File: src/rtl/icache_defines.svh
// ======================================================================
// Widths and sizes shared by the instruction-cache line-fill path
// Include this header wherever an address, line or slot width is needed
// The include directory must be on the compile path
// ======================================================================

`ifndef ICACHE_DEFINES_SVH
`define ICACHE_DEFINES_SVH

// Address and data widths
`define ICACHE_ADDR_W     32
`define ICACHE_HALF_W     128
`define ICACHE_LINE_W     256

// Address fields: half select, set index and tag
`define ICACHE_HALF_BIT   4
`define ICACHE_SET_LSB    5
`define ICACHE_LOG_SETS   6
`define ICACHE_TAG_LSB    11
`define ICACHE_SETS       (1 << `ICACHE_LOG_SETS)
`define ICACHE_TAG_W      (`ICACHE_ADDR_W - `ICACHE_TAG_LSB)

// Associativity
`define ICACHE_LOG_WAYS   2
`define ICACHE_WAYS       (1 << `ICACHE_LOG_WAYS)

// Outstanding fills and bus transaction ids
`define ICACHE_SLOTS      8
`define ICACHE_SLOT_W     $clog2(`ICACHE_SLOTS)
`define ICACHE_REQ_W      (`ICACHE_SLOT_W + 1)
`define ICACHE_TID_W      8

`endif

File: src/rtl/icache_pkg.sv
// ======================================================================
// Types for the instruction-cache line-fill path
// Refer to them by scoped name, e.g. icache_pkg::tid_t
// ======================================================================

`include "icache_defines.svh"

package icache_pkg;

	// Request view of a transaction id
	// The low bits form the request number that indexes the vtag table
	typedef struct packed {
		logic [`ICACHE_TID_W-`ICACHE_REQ_W-1:0] unused;
		logic [`ICACHE_REQ_W-1:0]               num;
	} tid_req_t;

	// Slot view of the same id, a fill slot and the half of the line
	typedef struct packed {
		logic [`ICACHE_TID_W-`ICACHE_REQ_W-1:0] unused;
		logic [`ICACHE_SLOT_W-1:0]              slot;
		logic                                   half;
	} tid_slot_t;

	// One bus transaction id, decoded either way
	typedef union packed {
		tid_req_t  req;
		tid_slot_t slot;
	} tid_t;

endpackage

File: src/rtl/icache_fill_requester.sv
// ======================================================================
// Fill requester for the instruction cache
// Takes a miss, allocates the lowest free fill slot, records the
// virtual address and issues two half-line bus reads on the next two
// cycles. The ack processor frees the slot when the line is written
// ======================================================================

`timescale 1ns/1ps
`include "icache_defines.svh"

module icache_fill_requester (
	input  logic                       clk,
	input  logic                       rst,
	input  logic                       miss,
	input  logic [`ICACHE_ADDR_W-1:0]  miss_vadr,
	input  logic [`ICACHE_ADDR_W-1:0]  miss_padr,
	input  logic                       slot_free,
	input  logic [`ICACHE_SLOT_W-1:0]  free_slot,
	input  logic [`ICACHE_REQ_W-1:0]   vtag_rd_num,
	output logic                       miss_ready,
	output logic                       req,
	output logic [`ICACHE_ADDR_W-1:0]  req_adr,
	output icache_pkg::tid_t           req_tid,
	output logic [`ICACHE_ADDR_W-1:0]  vtag_rd
);

	logic [`ICACHE_SLOTS-1:0]   busy;
	logic                       pending;
	logic [`ICACHE_SLOT_W-1:0]  pend_slot;
	logic [`ICACHE_ADDR_W-1:0]  pend_adr;
	logic [`ICACHE_SLOT_W-1:0]  alloc_slot;
	logic                       accept;
	logic [`ICACHE_ADDR_W-1:0]  line_base;
	logic [`ICACHE_ADDR_W-1:0]  vtag_tbl [0:(1 << `ICACHE_REQ_W)-1];

	// A second miss must wait for the upper-half request to go out
	assign miss_ready = ~pending & ~(&busy);
	assign accept     = miss & miss_ready;

	// Lowest half of the line, byte offset cleared
	assign line_base = {miss_padr[`ICACHE_ADDR_W-1:`ICACHE_SET_LSB], `ICACHE_SET_LSB'(0)};

	// Priority pick of the lowest free slot
	// The descending loop lets the lowest index win
	always_comb begin
		alloc_slot = '0;
		for (int i = `ICACHE_SLOTS - 1; i >= 0; i--) begin
			if (!busy[i])
				alloc_slot = i[`ICACHE_SLOT_W-1:0];
		end
	end

	// ==================================================================
	// Slot tracking and request strobe
	// ==================================================================
	always_ff @(posedge clk or posedge rst) begin
		if (rst) begin
			busy    <= '0;
			pending <= 1'b0;
			req     <= 1'b0;
		end else begin
			// The released slot and a new allocation never coincide
			if (slot_free)
				busy[free_slot] <= 1'b0;
			if (accept) begin
				busy[alloc_slot] <= 1'b1;
				pending          <= 1'b1;
				req              <= 1'b1;
			end else begin
				pending <= 1'b0;
				req     <= pending;
			end
		end
	end

	// Request address and id, lower half first then the held upper half
	always_ff @(posedge clk) begin
		if (accept) begin
			pend_slot                     <= alloc_slot;
			pend_adr                      <= line_base;
			pend_adr[`ICACHE_HALF_BIT]    <= 1'b1;
			req_adr                       <= line_base;
			req_tid.slot.unused           <= '0;
			req_tid.slot.slot             <= alloc_slot;
			req_tid.slot.half             <= 1'b0;
		end else if (pending) begin
			req_adr                       <= pend_adr;
			req_tid.slot.unused           <= '0;
			req_tid.slot.slot             <= pend_slot;
			req_tid.slot.half             <= 1'b1;
		end
	end

	// Virtual address table
	// Both request numbers of a slot hold the same address so either
	// response can fetch it
	always_ff @(posedge clk) begin
		if (accept) begin
			vtag_tbl[{alloc_slot, 1'b0}] <= miss_vadr;
			vtag_tbl[{alloc_slot, 1'b1}] <= miss_vadr;
		end
	end

	assign vtag_rd = vtag_tbl[vtag_rd_num];

endmodule

File: config.mk
export PLATFORM = sky130hd
export DESIGN_NAME = icache_fill_requester
export DESIGN_NICKNAME = d
export VERILOG_FILES = /design/src/rtl/icache_pkg.sv /design/src/rtl/icache_fill_requester.sv
export VERILOG_INCLUDE_DIRS = /design/src /design/src/rtl
export SDC_FILE = /design/constraint.sdc
export NUM_CORES = 1
export LEC_CHECK = 0
export ABC_AREA = 1
export BUFFER_PORTS_ARGS = -buffer_cell sky130_fd_sc_hd__buf_2
export CAP_MARGIN = 20
export CELL_PAD_IN_SITES_DETAIL_PLACEMENT = 1
export CELL_PAD_IN_SITES_GLOBAL_PLACEMENT = 1
export CORE_MARGIN = 4
export CORE_UTILIZATION = 52
export CTS_CLUSTER_SIZE = 16
export DETAILED_ROUTE_END_ITERATION = 8
export PLACE_DENSITY = 0.95
export SKIP_LAST_GASP = 1
export SYNTH_ARGS = -nofsm -noshare
export SYNTH_HDL_FRONTEND = slang
export SYNTH_SLANG_ARGS = --single-unit
File: constraint.sdc
create_clock -name clk -period 5.9 [get_ports clk]
set_clock_uncertainty 0.05 [all_clocks]
set_input_delay 1.18 -clock clk [delete_from_list [all_inputs] [get_ports clk]]
set_output_delay 1.18 -clock clk [all_outputs]
set_load 0.1 [all_outputs]
======== Word-level counts from Yosys, hierarchy flattened ========
Memory sizes are Yosys's and may differ from the RTL's.
Cells that the tools add are included.
word-level totals
  logic and storage cells ................. 45
  memories kept ........................... 1
  bits in registers ....................... 71
  bits in writable memories ............... 512
memory list
  name      words  bits a word  read ports  clocked after memory_dff  write ports  RTL line                     RTL
  vtag_tbl  16     32           1           0                         2            icache_fill_requester.sv:34  logic [`ICACHE_ADDR_W-1:0] vtag_tbl [0:(1 << `ICACHE_REQ_W)-1];
operators by class
  bitwise gates (word level) .............. 7
  reductions and logical operators ........ 4
  $lt $le $gt $ge ......................... 4
  mux-type cells .......................... 21
operators by type and width
  operator              count
  $mux W32              2
  $mux W3               8
  $mux W8               2
  $and A8 B8 Y8         1
  $lt A3 B4 Y1 const B  2
  $mux W4               2
  $not A8 Y8            1
  $or A8 B8 Y8          1
  $reduce_and A8 Y1     1
  $demux W1 S3          2
  $ge A3 B1 Y1 const B  2
  $mux W1               5
  $and A1 B1 Y1         2
  $logic_and A1 B1 Y1   2
  $not A1 Y1            2
  $reduce_bool A2 Y1    1

======== Longest topological paths before layout ========
  depth after elaboration ................. 14
  depth in mapped cells ................... 10

======== Worst setup path before layout ========
Ideal clock, no wire load.
  kind .................................... in2out
  start ................................... in vtag_rd_num[2]
  end ..................................... out vtag_rd[25]
  buffers on the path ..................... 2
  data arrival time ....................... 2.549 ns
  cell stages on the path ................. 6
  path slack .............................. 2.121 ns
  path through ............................ buf_2 clkbuf_1 o21ai_0 o22ai_1 nand2_1 nand2_1
between the ends
  longest elaborated chain between the ends .. 1
ends and longest elaborated chain
  element          RTL line                     RTL
  from (decl)      icache_fill_requester.sv:19  input logic [`ICACHE_REQ_W-1:0] vtag_rd_num,
  $mem_v2 Z16 W32  --
  to (decl)        icache_fill_requester.sv:24  output logic [`ICACHE_ADDR_W-1:0] vtag_rd
No other way between the ends.

======== Final worst setup path ========
  start ................................... in vtag_rd_num[1]
  end ..................................... out vtag_rd[3]
The elaborated chain is that of the path after synthesis.

==> flow_metrics.env <==
export IMPL_io_pins=149
export IMPL_max_freq_mhz=222.8
export IMPL_worstSetupEndpointType="primary output"
export IMPL_fillers=2355
export IMPL_postCtsSetupBuffers=0
export IMPL_postCtsHoldBufs=0
export IMPL_tns_ps=0
export IMPL_synth_distinct_cells=28
export IMPL_cts_sinks=327
export IMPL_syn_inst=908
export IMPL_rsz0062_at_grt="false"
export IMPL_first_iter_violations=512
export IMPL_intPower_mw=4.179
export IMPL_track_usage_pct=22.96
export IMPL_vias=7707
export IMPL_port_buffer_count=134
export IMPL_clk_latency_ps=500
export IMPL_die_h_um=165.2
export IMPL_cp_arrival_ps=3260
export IMPL_seqCellArea_mm2=0.009759
export IMPL_antenna_found_initial=2
export IMPL_multiInputGateArea_mm2=0.002705
export IMPL_clock_path_buffers=3
export IMPL_row_count=57
export IMPL_numCtsBuffers=35
export IMPL_fp_dieW_um=165.2
export IMPL_gp_congestion=0.7980
export IMPL_p_seq_share_pct=48.9
export IMPL_die_area_mm2=0.02729
export IMPL_first_pass_iters=5
export IMPL_ant_nets=0
export IMPL_period_share_pct=76.07
export IMPL_min_path_type="flip-flop to flip-flop"
export IMPL_hold_violations=0
export IMPL_power_leakage_nw=5.696
export IMPL_root_buffer="clkbuf_16"
export IMPL_setup_viol=0
export IMPL_ys_seq_area_share_pct=75.95
export IMPL_netSwitchingPower_mw=1.763
export IMPL_syn_cell_area_mm2=0.01285
export IMPL_ys_ff_latch=327
export IMPL_peakVddDrop_mv=0.2563
export IMPL_pwr_share_clk_pct=33.9
export IMPL_clk_pin_slew_worst_paths_ps=60
export IMPL_final_cell_mix="edfxtp_1 (316), nand2_1 (195), buf_2 (132)"
export IMPL_required_ps=4670
export IMPL_drive_gt1_share_pct=21.07
export IMPL_grt_max_degree=98
export IMPL_max_slew_margin_pct=29.76
export IMPL_setup_worst_path_class="input pin to primary output"
export IMPL_viasPerCell=5.537
export IMPL_tightestPinTransition_ps=1054
export IMPL_mostFrequentLayoutCell="edfxtp_1"
export IMPL_hpwl_um=18060
export IMPL_drc=0
export IMPL_yosysWarnings=0
export IMPL_grt_pass1_vias=8582
export IMPL_slew_violations=0
export IMPL_avgRoutedWirePerCell_um=22.21
export IMPL_cts_resized=0
export IMPL_whs_ps=475.9
export IMPL_grt_ovfl_total=0
export IMPL_drt_wl_total_um=30920
export IMPL_critPathMaxFanout=40
export IMPL_p_per_area_mw_per_mm2=400.6
export IMPL_grt_pass1_wl_um=47470
export IMPL_p_sw_share_pct=29.68
export IMPL_diodes=0
export IMPL_startpoint_type="input pin"
export IMPL_p_comb_share_pct=17.3
export IMPL_max_cap_viol_count=0
export IMPL_status="finished, final reports clean"
export IMPL_syn_mean_instance_area_um2=14.15
export IMPL_area_growth_pct=15.45
export IMPL_fin_nets=1120
export IMPL_h_tree_depth=2
export IMPL_initial_core_util_pct=52.84
export IMPL_cts_tree="done"
export IMPL_coreArea_mm2=0.02432
export IMPL_min_period_ps=4488
## power by group through the flow
stage               logic, mW  registers [mW]  clock network, mW
global route             1.10            2.92               2.17
CTS                      1.04            2.91               2.06
floorplan               0.582            3.11                  0
detailed placement       1.03            2.95                  0
global placement        0.993            2.93                  0
finish                   1.03            2.90               2.01
## stage by stage
stage | instances | instance area [µm²] | setup slack (ps) | util [%] | power (mW)
final | 1392 | 14840 | 1412 | 61.00 | 5.943
after global placement | 1332 | 13790 | 1558 | 56.70 | 3.918
after detailed placement | 1332 | 13790 | 1408 | 56.70 | 3.982
after CTS | 1392 | 14840 | 1391 | 61.00 | 6.008
after global routing | 1392 | 14840 | 1282 | 61.00 | 6.186
after floorplan | 915 | 12880 | 2121 | - | 3.689
## sequential cells by signal (all words and copies together), names as in the netlist
name       cells
vtag_tbl     256
req_adr       28
pend_adr      27
busy           8
pend_slot      3
req_tid        3
pending        1
req            1
## kinds of logic (layout without fill, tap and decap cells)
family | after synthesis | in the layout | share of synthesized area, %
buffers and inverters | 81 | 234 | 3.262
AO/OA/AOI/OAI | 143 | 143 | 6.193
multiplexers | 64 | 64 | 4.985
AND/OR/NAND/NOR | 292 | 292 | 9.581
other | 1 | 8 | 0.02918
flip-flops | 327 | 327 | 75.95
## Yosys cell counts
library cell,instances,area share (%)
dfxtp_1,1,0.16
buf_1,8,0.23
buf_12,1,0.16
inv_1,23,0.67
nand3_4,1,0.14
nand2_1,195,5.7
mux2i_1,64,5.0
inv_2,2,0.058
o21ai_0,75,2.9
conb_1,1,0.029
nor3_1,2,0.078
nor2_4,1,0.088
buf_8,2,0.23
nand2_4,10,0.88
buf_2,10,0.39
o22ai_1,64,3.1
nor2_2,1,0.049
nand2_2,13,0.63
dfrtp_1,10,1.9
nand3_1,1,0.039
edfxtp_1,316,74
nor2_1,68,2.0
clkbuf_4,1,0.058
clkbuf_1,20,0.58
a21oi_1,1,0.039
o21ai_1,3,0.12
buf_6,2,0.18
buf_4,12,0.70
## critical path, stage by stage
cell,delay (ps)
buf_4,260
inv_2,510
buf_12,310
nor2_1,80
o22ai_1,200
nand2_1,110
nand2_1,130
buf_2,440
## layer usage
metal  part of all wire [%]  wire [µm]  global-route usage, %  vias up
met5                  0.091         28                      0        -
met4                    2.0        622                  6.163        4
met3                    7.3       2265                  6.255       55
met2                     52      16040                  41.11      240
met1                     39      11960                  27.43     3867
li1                       -          -                      -     3541
## path summary, 6_finish.rpt
kind                                   startpoint                   endpoint  slack, ps  cells past startpoint
max in group asynchronous                     rst          busy[6]$_DFF_PP0_       4860                      2
hold reg to reg            pend_adr[27]$_DFFE_PP_      req_adr[27]$_DFFE_PP_        480                      2
setup reg to reg                pending$_DFF_PP0_  vtag_tbl[9][31]$_DFFE_PP_       3260                      6
min in group asynchronous                     rst          busy[0]$_DFF_PP0_        630                      2
hold / removal             pend_adr[27]$_DFFE_PP_      req_adr[27]$_DFFE_PP_        480                      2
setup / recovery                   vtag_rd_num[1]                 vtag_rd[3]       1410                      8
## area by class of cell
class	instances	share of cell area [%]
Multi-Input combinational cell	507	18.23
Tap cell	324	2.733
Clock inverter	13	0.6410
Clock buffer	47	6.410
Timing Repair Buffer	149	5.566
Sequential cell	327	65.78
Inverter	25	0.6325
Power figures use the tool's default switching activity.
