File: config.mk
export PLATFORM = sky130hd
export DESIGN_NAME = way_lfsr
export DESIGN_NICKNAME = d
export VERILOG_FILES = /design/src/rtl/way_lfsr.sv
export SDC_FILE = /design/constraint.sdc
export NUM_CORES = 1
export LEC_CHECK = 0
export ABC_AREA = 1
export ABC_CLOCK_PERIOD_IN_PS = 1500
export BUFFER_PORTS_ARGS = -buffer_cell sky130_fd_sc_hd__buf_2
export CORE_UTILIZATION = 40
export CTS_CLUSTER_SIZE = 20
export DETAILED_ROUTE_END_ITERATION = 16
export SYNTH_ARGS = -nofsm -noshare
export SYNTH_HDL_FRONTEND = slang
export SYNTH_SLANG_ARGS = --single-unit
File: constraint.sdc
create_clock -name clk -period 1.5 [get_ports clk]
set_clock_uncertainty 0.15 [all_clocks]
set_input_delay 0.15 -clock clk [delete_from_list [all_inputs] [get_ports clk]]
set_output_delay 0.15 -clock clk [all_outputs]
set_load 0.005 [all_outputs]
File: src/rtl/way_lfsr.sv
// ======================================================================
// 17-bit maximal-length LFSR for random way replacement
// Steps once per cycle while advance is high
// The low bits of value pick the victim way
// ======================================================================

`timescale 1ns/1ps

module way_lfsr (
	input  logic        clk,
	input  logic        rst,
	input  logic        advance,
	output logic [16:0] value
);

	logic feedback;

	// Fibonacci form with taps at bits 17 and 14, counting from one
	assign feedback = value[16] ^ value[13];

	// Any nonzero seed works, the all-zero state would lock up
	always_ff @(posedge clk or posedge rst) begin
		if (rst)
			value <= 17'h00001;
		else if (advance)
			value <= {value[15:0], feedback};
	end

endmodule

# == Yosys cells after proc, flatten, opt, wreduce, memory -nomap -nowiden ==
# Cells that the tools add are included.
# word_totals
ff_bits,17
out_inout_bits,17
# op_classes
bitwise_logic,1
# op_table
operator,n
$xor A1 B1 Y1,1

# == Depth between registers and ports, before layout ==
# Gate-level depths: netlist of run 1.
# depth
depth_word,1
depth_mapped,5

# == Worst setup path after synthesis of run 1 ==
# No wires, ideal clock.
# synth_path
kind,flip-flop to flip-flop
startpoint,reg value[0]
endpoint,reg value[1]
slack_ps,667
setup_time_ps,65
path_buffers,0
arrival_ps,619
stages_incl_launch_ff,3
required_time_ps,1285
synth_period_minus_slack_ps,833
cell_sequence,dfstp_2 nand2_1 nand2_1
# synth_rtl
element,line,rtl
"start, declared",13,output logic [16:0] value
"start signal, assigned",26,"value <= {value[15:0], feedback};"

# == Worst setup path after layout of run 1 ==
# layout_path
startpoint,reg value[0]
endpoint,out value[0]
# No word-level cell between the ends.

==> results.toml, run 1 <==
[floorplan]
start_util_pct = 44.76
die_area_mm2 = 0.001936
die_y_um = 44
core_area_mm2 = 0.001577
rows = 14
die_x_um = 44
ios = 20

[pwr]
leakage_nw = 0.4892
ir_drop_v = 0.0006182
p_total_mw = 1.112
powerDensity_mw_per_mm2 = 1350

[grt]
grt_pass1_vias = 473
grt_overflow = 0
grt_use_total_pct = 14.24
antenna_found_initial = 0
grt_pass1_wl_um = 2001
grt_max_degree = 20

[clock_network]
clkTransAtPathRegs_ns = 0.10
h-tree-depth = 1
clk_latency_ns = 0.28
cts-root-buf = "clkbuf_4"
cts_hold_buffers = 1
cts_setup_buffers = 0
clock_sinks = 17
post_cts_resize_count = 0
cts_buffers = 3
cts_buffer_depth = 2
cts_tree = "done"

[drt]
drt-total-wl_um = 1145
drtIter0Drc = 11
drcViolationCount = 0
vias = 500
routed_via_density = 4.505
wire_per_inst_um = 10.32
first_pass_iters = 4
ant_nets = 0

[timing]
worstMarginPinSlew_ns = 0.3357
rsz0062_at_grt = "false"
min_period_ns = 1.248
maxSlewViolCount = 0
maxSlewHeadroom_pct = 77.62
final_hold_viol_count = 0
setup_viol = 0
finalCritPeriodShare_pct = 83.20
max_freq_mhz = 801.3
tns_ns = 0
fin_ws_ns = 0.2520

[logic_synthesis]
avgSynthCellArea_um2 = 9.667
yosysWarnings = 0
synth-seq-cells = 17
synth_cell_types = 10
ys_seq_area_share_pct = 60.46
syn_inst = 73
syn-cell-area_um2 = 705.7
syn-num-nets = 76

[worst_setup_path]
critPathLaunchType = "flip-flop"
cp_num_buf_inv = 1
worstPathCellList = "buf_2"
critPathMaxStageDelay_ns = 0.56
slowest_stage = "dfstp_2"
criticalPathCategory = "reg -> out"
cp_max_fo = 3
crit_family = "flip-flops"
crit_arrival_ns = 0.95
cp-end-kind = "primary output"
worstPathRequired_ns = 1.20

[layout]
diodes = 0
final_core_util_pct = 52.22
largest_reg_flops = 17
syn_to_final_growth_pct = 16.67
largest-register = "value"
final_common_cell = "nand2_1"
reg_top3 = "value x17"
final_cell_mix = "nand2_1, buf_2, dfrtp_1"
drive_above_1_share_pct = 37.89
final_nets = 99
design_area_um2 = 823.3

[placed_design]
gp_congestion = 0.7187
dp_hpwl_um = 777.7
pre_cts_slack_ns = 0.4647
port_buffers = 19
place_area_um2 = 785.8

[status]
status = "finished, final reports clean"

[worst_hold_path]
min_path_type = "in -> reg"

[run]
cap_violations = 0
-- synthesized netlist by cell type --
master | number | area share (%)
nand2_1 | 32 | 17
dfrtp_1 | 16 | 57
nand2_2 | 10 | 8.9
o21ai_0 | 5 | 3.5
inv_1 | 4 | 2.1
buf_6 | 2 | 3.2
buf_12 | 1 | 2.8
dfstp_2 | 1 | 3.7
inv_6 | 1 | 1.2
nand3_1 | 1 | 0.71
-- worst reg2reg max path, delay by kind of cell (launching register included) --
kind | cells | cell delay (ns)
and+or+nand+nor | 2 | 0.13
DFF | 1 | 0.56
-- area by class of cell --
cell class | instances | area, um2
Sequential cell | 17 | 426.7
Timing Repair Buffer | 21 | 112.6
Clock inverter | 1 | 5.005
Multi-Input combinational cell | 48 | 212.7
Tap cell | 16 | 20.02
Clock buffer | 3 | 22.52
Inverter | 5 | 23.77
Fill cell | 148 | 753.2
-- through the flow --
stage	cells	hold WS (ns)
finish	111	0.1005
detailed placement	106	0.01737
CTS	111	0.08719
global placement	106	0.01711
floorplan	73	-0.07466
global route	111	0.1181
-- where the power goes --
| group | switching (mW) | total, mW | internal [mW] |
|---|---|---|---|
| clock network | 0.133 | 0.232 | 0.0988 |
| registers | 0.0801 | 0.641 | 0.561 |
| logic | 0.121 | 0.238 | 0.117 |
-- routing by layer --
layer | GRT usage [%] | routed length, um | vias up
met5 | 0 | 0 | -
met4 | 7.273 | 17 | 0
met3 | 3.750 | 53 | 2
met2 | 21.47 | 502 | 13
met1 | 18.82 | 572 | 218
li1 | - | - | 267
-- path summary, 6_finish.rpt --
| kind | depth (start not counted) | slack [ns] | end | start |
|---|---|---|---|---|
| worst max-delay path | 1 | 0.25 | value[0] | value[0] |
| worst min-delay path | 3 | 0.10 | value[15] | advance |
| worst max register to register | 2 | 0.60 | value[1] | value[0] |
| worst min register to register | 2 | 0.34 | value[0] | value[0] |
| max in group asynchronous | 4 | 0.69 | value[0] | rst |
| min in group asynchronous | 4 | 0.26 | value[11] | rst |
-- kinds of logic (layout without fill, tap and decap cells) --
logic type	count (synthesis)	count (layout)	share of synthesized area, %
buffers and inverters	8	30	9.397
AOI/OAI and AO/OA	5	5	3.546
and+or+nand+nor	43	43	26.60
DFF	17	17	60.46
Note: power is estimated with default switching activity, not from simulation.
==> run 2: changes to the inputs <==
Settings changed: ABC_CLOCK_PERIOD_IN_PS 1500 to 1300.
Clock period 1.5 ns to 1.3 ns, I/O delays scaled along.
==> results.toml, run 2 (synthesis results as in run 1) <==
[status]
status = "finished, final reports clean"

[layout]
nFillCells = 162
syn_to_final_growth_pct = 16.67
final_nets = 99
reg_top3 = "value x17"
diodes = 0
largest_reg_flops = 17
drive_above_1_share_pct = 37.89
design_area_um2 = 823.3
final_cell_mix = "nand2_1, buf_2, dfrtp_1"
final_common_cell = "nand2_1"
largest-register = "value"

[clock_network]
cts_buffer_depth = 2
clk_latency_ns = 0.28
cts_buffers = 3
clock_sinks = 17
cts_hold_buffers = 1
cts-root-buf = "clkbuf_4"
clkTransAtPathRegs_ns = 0.10
cts_setup_buffers = 0
post_cts_resize_count = 0
h-tree-depth = 1
cts_tree = "done"

[pwr]
leakage_nw = 0.4892
powerDensity_mw_per_mm2 = 1566
ir_drop_v = 0.0008700
p_total_mw = 1.289

[worst_setup_path]
crit_arrival_ns = 0.95
critPathLaunchType = "flip-flop"
worstPathCellList = "buf_2"
crit_family = "flip-flops"
startpoint = "value[0]"
worstPathRequired_ns = 1.02
critPathMaxStageDelay_ns = 0.56
slowest_stage = "dfstp_2"
cp_max_fo = 3
cp_num_buf_inv = 1
rrSetupSlack_ns = 0.39
r2r_start = "value[0]"
reg2reg_depth = 2
criticalPathCategory = "reg -> out"
reg2reg_to = "value[1]"
cp-end-kind = "primary output"

[drt]
ant_nets = 0
drcViolationCount = 0
vias = 494
wire_per_inst_um = 10.51
first_pass_iters = 4
routed_via_density = 4.450
drt-total-wl_um = 1167
drtIter0Drc = 5

[grt]
grt_pass1_wl_um = 2014
antenna_found_initial = 0
grt_pass1_vias = 459
grt_overflow = 0
grt_use_total_pct = 14.29
grt_max_degree = 20

[placed_design]
gp_congestion = 0.7298
dp_hpwl_um = 811.6
port_buffers = 19
pre_cts_slack_ns = 0.2893
place_area_um2 = 785.8

[timing]
tns_ns = 0
maxSlewViolCount = 0
finalCritPeriodShare_pct = 94.77
setup_viol = 0
min_period_ns = 1.232
final_hold_viol_count = 0
fin_ws_ns = 0.06802
max_freq_mhz = 811.7
rsz0062_at_grt = "false"
maxSlewHeadroom_pct = 76.65
worstMarginPinSlew_ns = 0.3503

[worst_hold_path]
worstHoldStart = "advance"
hold_depth = 3
min_to = "value[11]"
min_path_type = "in -> reg"

[floorplan]
rows = 14
ios = 20
start_util_pct = 44.76
die_y_um = 44
die_area_mm2 = 0.001936
die_x_um = 44
core_area_mm2 = 0.001577

[run]
cap_violations = 0
run 2: cell counts in the layout (fill, tap and decap cells not counted):
No cell type changed its count.
run 2: final cells by class:
cell class,instances,area [um2],share of cell area (%)
Inverter,5,23.77,2.888
Tap cell,16,20.02,2.432
Timing Repair Buffer,21,112.6,13.68
Clock buffer,3,22.52,2.736
Multi-Input combinational cell,48,212.7,25.84
Clock inverter,1,5.005,0.6079
Sequential cell,17,426.7,51.82
run 2: per-stage QoR:
step                std cells  utilization (%)  hold slack [ns]
detailed placement        106            49.84        -0.001066
global placement          106            49.84        -0.004966
CTS                       111            52.22          0.07855
finish                    111            52.22          0.08418
floorplan                  73                -         -0.09466
global route              111            52.22          0.09931
run 2: worst max path at each step:
stage | cells past startpoint | slack, ns | to
after detailed placement | 4 | 0.29 | value[5]
after global routing | 1 | 0.04 | value[0]
final | 1 | 0.07 | value[0]
after global placement | 4 | 0.32 | value[14]
after floorplan | 2 | 0.47 | value[1]
after CTS | 1 | 0.06 | value[0]
run 2: per-layer routing:
layer	up-vias	global-route usage, %	part of all wire (%)
li1	263	-	-
met1	216	18.40	49
met2	13	22.94	45
met3	2	3.750	4.8
met4	0	5.455	1.5
met5	-	0	0
run 2: report_power, final:
part           leakage, nW  internal, mW  switching (mW)  total, mW
Clock               0.0177         0.114           0.159      0.274
Sequential           0.228         0.648          0.0912      0.739
Combinational        0.244         0.135           0.141      0.276
Total                0.489         0.897           0.392       1.29
==> run 3: changes to the inputs <==
Settings changed: CORE_MARGIN set to 1.5, GPL_TIMING_DRIVEN set to 0.
==> results.toml, run 3 (synthesis results as in run 1) <==
[worst_setup_path]
cp_num_buf_inv = 1
cp_max_fo = 3
rrSetupSlack_ns = 0.41
startpoint = "value[0]"
critPathMaxStageDelay_ns = 0.56
crit_family = "flip-flops"
crit_end = "value[0]"
worstPathRequired_ns = 1.02
cp-end-kind = "primary output"
critPathLaunchType = "flip-flop"
criticalPathCategory = "reg -> out"
slowest_stage = "dfstp_2"
reg2reg_to = "value[1]"
reg2reg_depth = 2
cp.depth = 1
r2r_start = "value[0]"
crit_arrival_ns = 0.95
worstPathCellList = "buf_2"

[floorplan]
core_area_mm2 = 0.001577
rows = 14
start_util_pct = 44.76
die_x_um = 45
die_area_mm2 = 0.002025
die_y_um = 45
ios = 20

[layout]
final_common_cell = "nand2_1"
drive_above_1_share_pct = 37.11
reg_top3 = "value x17"
layout.cells.non_filler = 113
largest-register = "value"
design_area_um2 = 862.1
final_nets = 101
final_core_util_pct = 54.68
largest_reg_flops = 17
final_cell_mix = "nand2_1, buf_2, dfrtp_1"
diodes = 0
syn_to_final_growth_pct = 22.16

[status]
status = "finished, final reports clean"

[timing]
finalCritPeriodShare_pct = 94.73
min_period_ns = 1.232
maxSlewHeadroom_pct = 56.94
tns_ns = 0
final_hold_viol_count = 0
maxSlewViolCount = 0
rsz0062_at_grt = "false"
max_freq_mhz = 812.0
worstMarginPinSlew_ns = 0.6452
setup_viol = 0
fin_ws_ns = 0.06848

[pwr]
clkPwrFrac_pct = 21.2
switching_share_pct = 30.17
p_int_uw = 913.2
ir_drop_v = 0.0006245
combPwrFrac_pct = 22.2
leakage_nw = 0.5034
switching_power_uw = 394.5
seq_power_share_pct = 56.5
powerDensity_mw_per_mm2 = 1517

[drt]
routed_via_density = 4.611
first_pass_iters = 4
vias = 521
drcViolationCount = 0
ant_nets = 0
wire_per_inst_um = 11.58
drt-total-wl_um = 1309
drtIter0Drc = 11

[clock_network]
h-tree-depth = 1
cts_tree = "done"
clkTransAtPathRegs_ns = 0.10
cts-root-buf = "clkbuf_4"
clock_sinks = 17
post_cts_resize_count = 0
cts_buffers = 3
clk_latency_ns = 0.28
cts_buffer_depth = 2

[placed_design]
pre_cts_slack_ns = 0.3880
port_buffers = 18
dp_hpwl_um = 884.5
gp_congestion = 0.7133
place_area_um2 = 815.8
placed_cells = 107

[run]
cap_violations = 0

[grt]
grt_pass1_vias = 467
grt_max_degree = 18
grt_use_total_pct = 14.78
grt_pass1_wl_um = 2139
antenna_found_initial = 0
grt_overflow = 0

[worst_hold_path]
min_path_type = "in -> async"
==> run 3: cell types whose count changed in the layout (fill, tap and decap cells not counted), sizes merged <==
cell | before | now
buf | 20 | 21
clkbuf | 3 | 4
clkinv | 1 | 0
dlygate4sd3 | 1 | 2
==> run 3: timing repair <==
| item | 4_1_cts | 5_1_grt |
|---|---|---|
| buffers inserted | 0 | 0 |
| hold buffers | 2 | 0 |
| endpoints found under the hold margin | 22 | 0 |
==> run 3: power by group through the flow <==
stage	Clock, mW	Sequential [mW]	Combinational [mW]
floorplan	0	0.756	0.139
global placement	0	0.749	0.284
detailed placement	0	0.752	0.291
CTS	0.292	0.741	0.298
global route	0.309	0.762	0.331
finish	0.278	0.739	0.291
==> run 3: final cells by class <==
| class | instances | area, um2 |
|---|---|---|
| Fill cell | 162 | 714.4 |
| Sequential cell | 17 | 426.7 |
| Multi-Input combinational cell | 48 | 212.7 |
| Timing Repair Buffer | 20 | 110.1 |
| Buffer | 3 | 42.54 |
| Clock buffer | 4 | 26.28 |
| Inverter | 5 | 23.77 |
| Tap cell | 16 | 20.02 |
==> run 3: worst min-delay path by stage <==
stage                     end  slack [ns]  startpoint
finish              value[12]        0.32         rst
global route         value[0]        0.35    value[0]
CTS                 value[10]        0.34         rst
detailed placement  value[10]        0.11         rst
global placement    value[11]         0.1         rst
floorplan           value[10]       -0.09         rst
==> run 3: per-layer routing <==
layer	GRT usage (%)	vias to the layer above	wire, um
li1	-	266	-
met1	20.98	240	640
met2	22.86	13	602
met3	2.400	2	59
met4	5.294	0	6
met5	0	-	0
==> run 3: metrics by stage <==
stage                     total power [mW]  hold WS [ns]
after floorplan                     0.8947      -0.09466
after global placement               1.033       0.09565
after detailed placement             1.043        0.1119
after CTS                            1.332        0.3360
after global routing                 1.403        0.3525
final                                1.308        0.3150
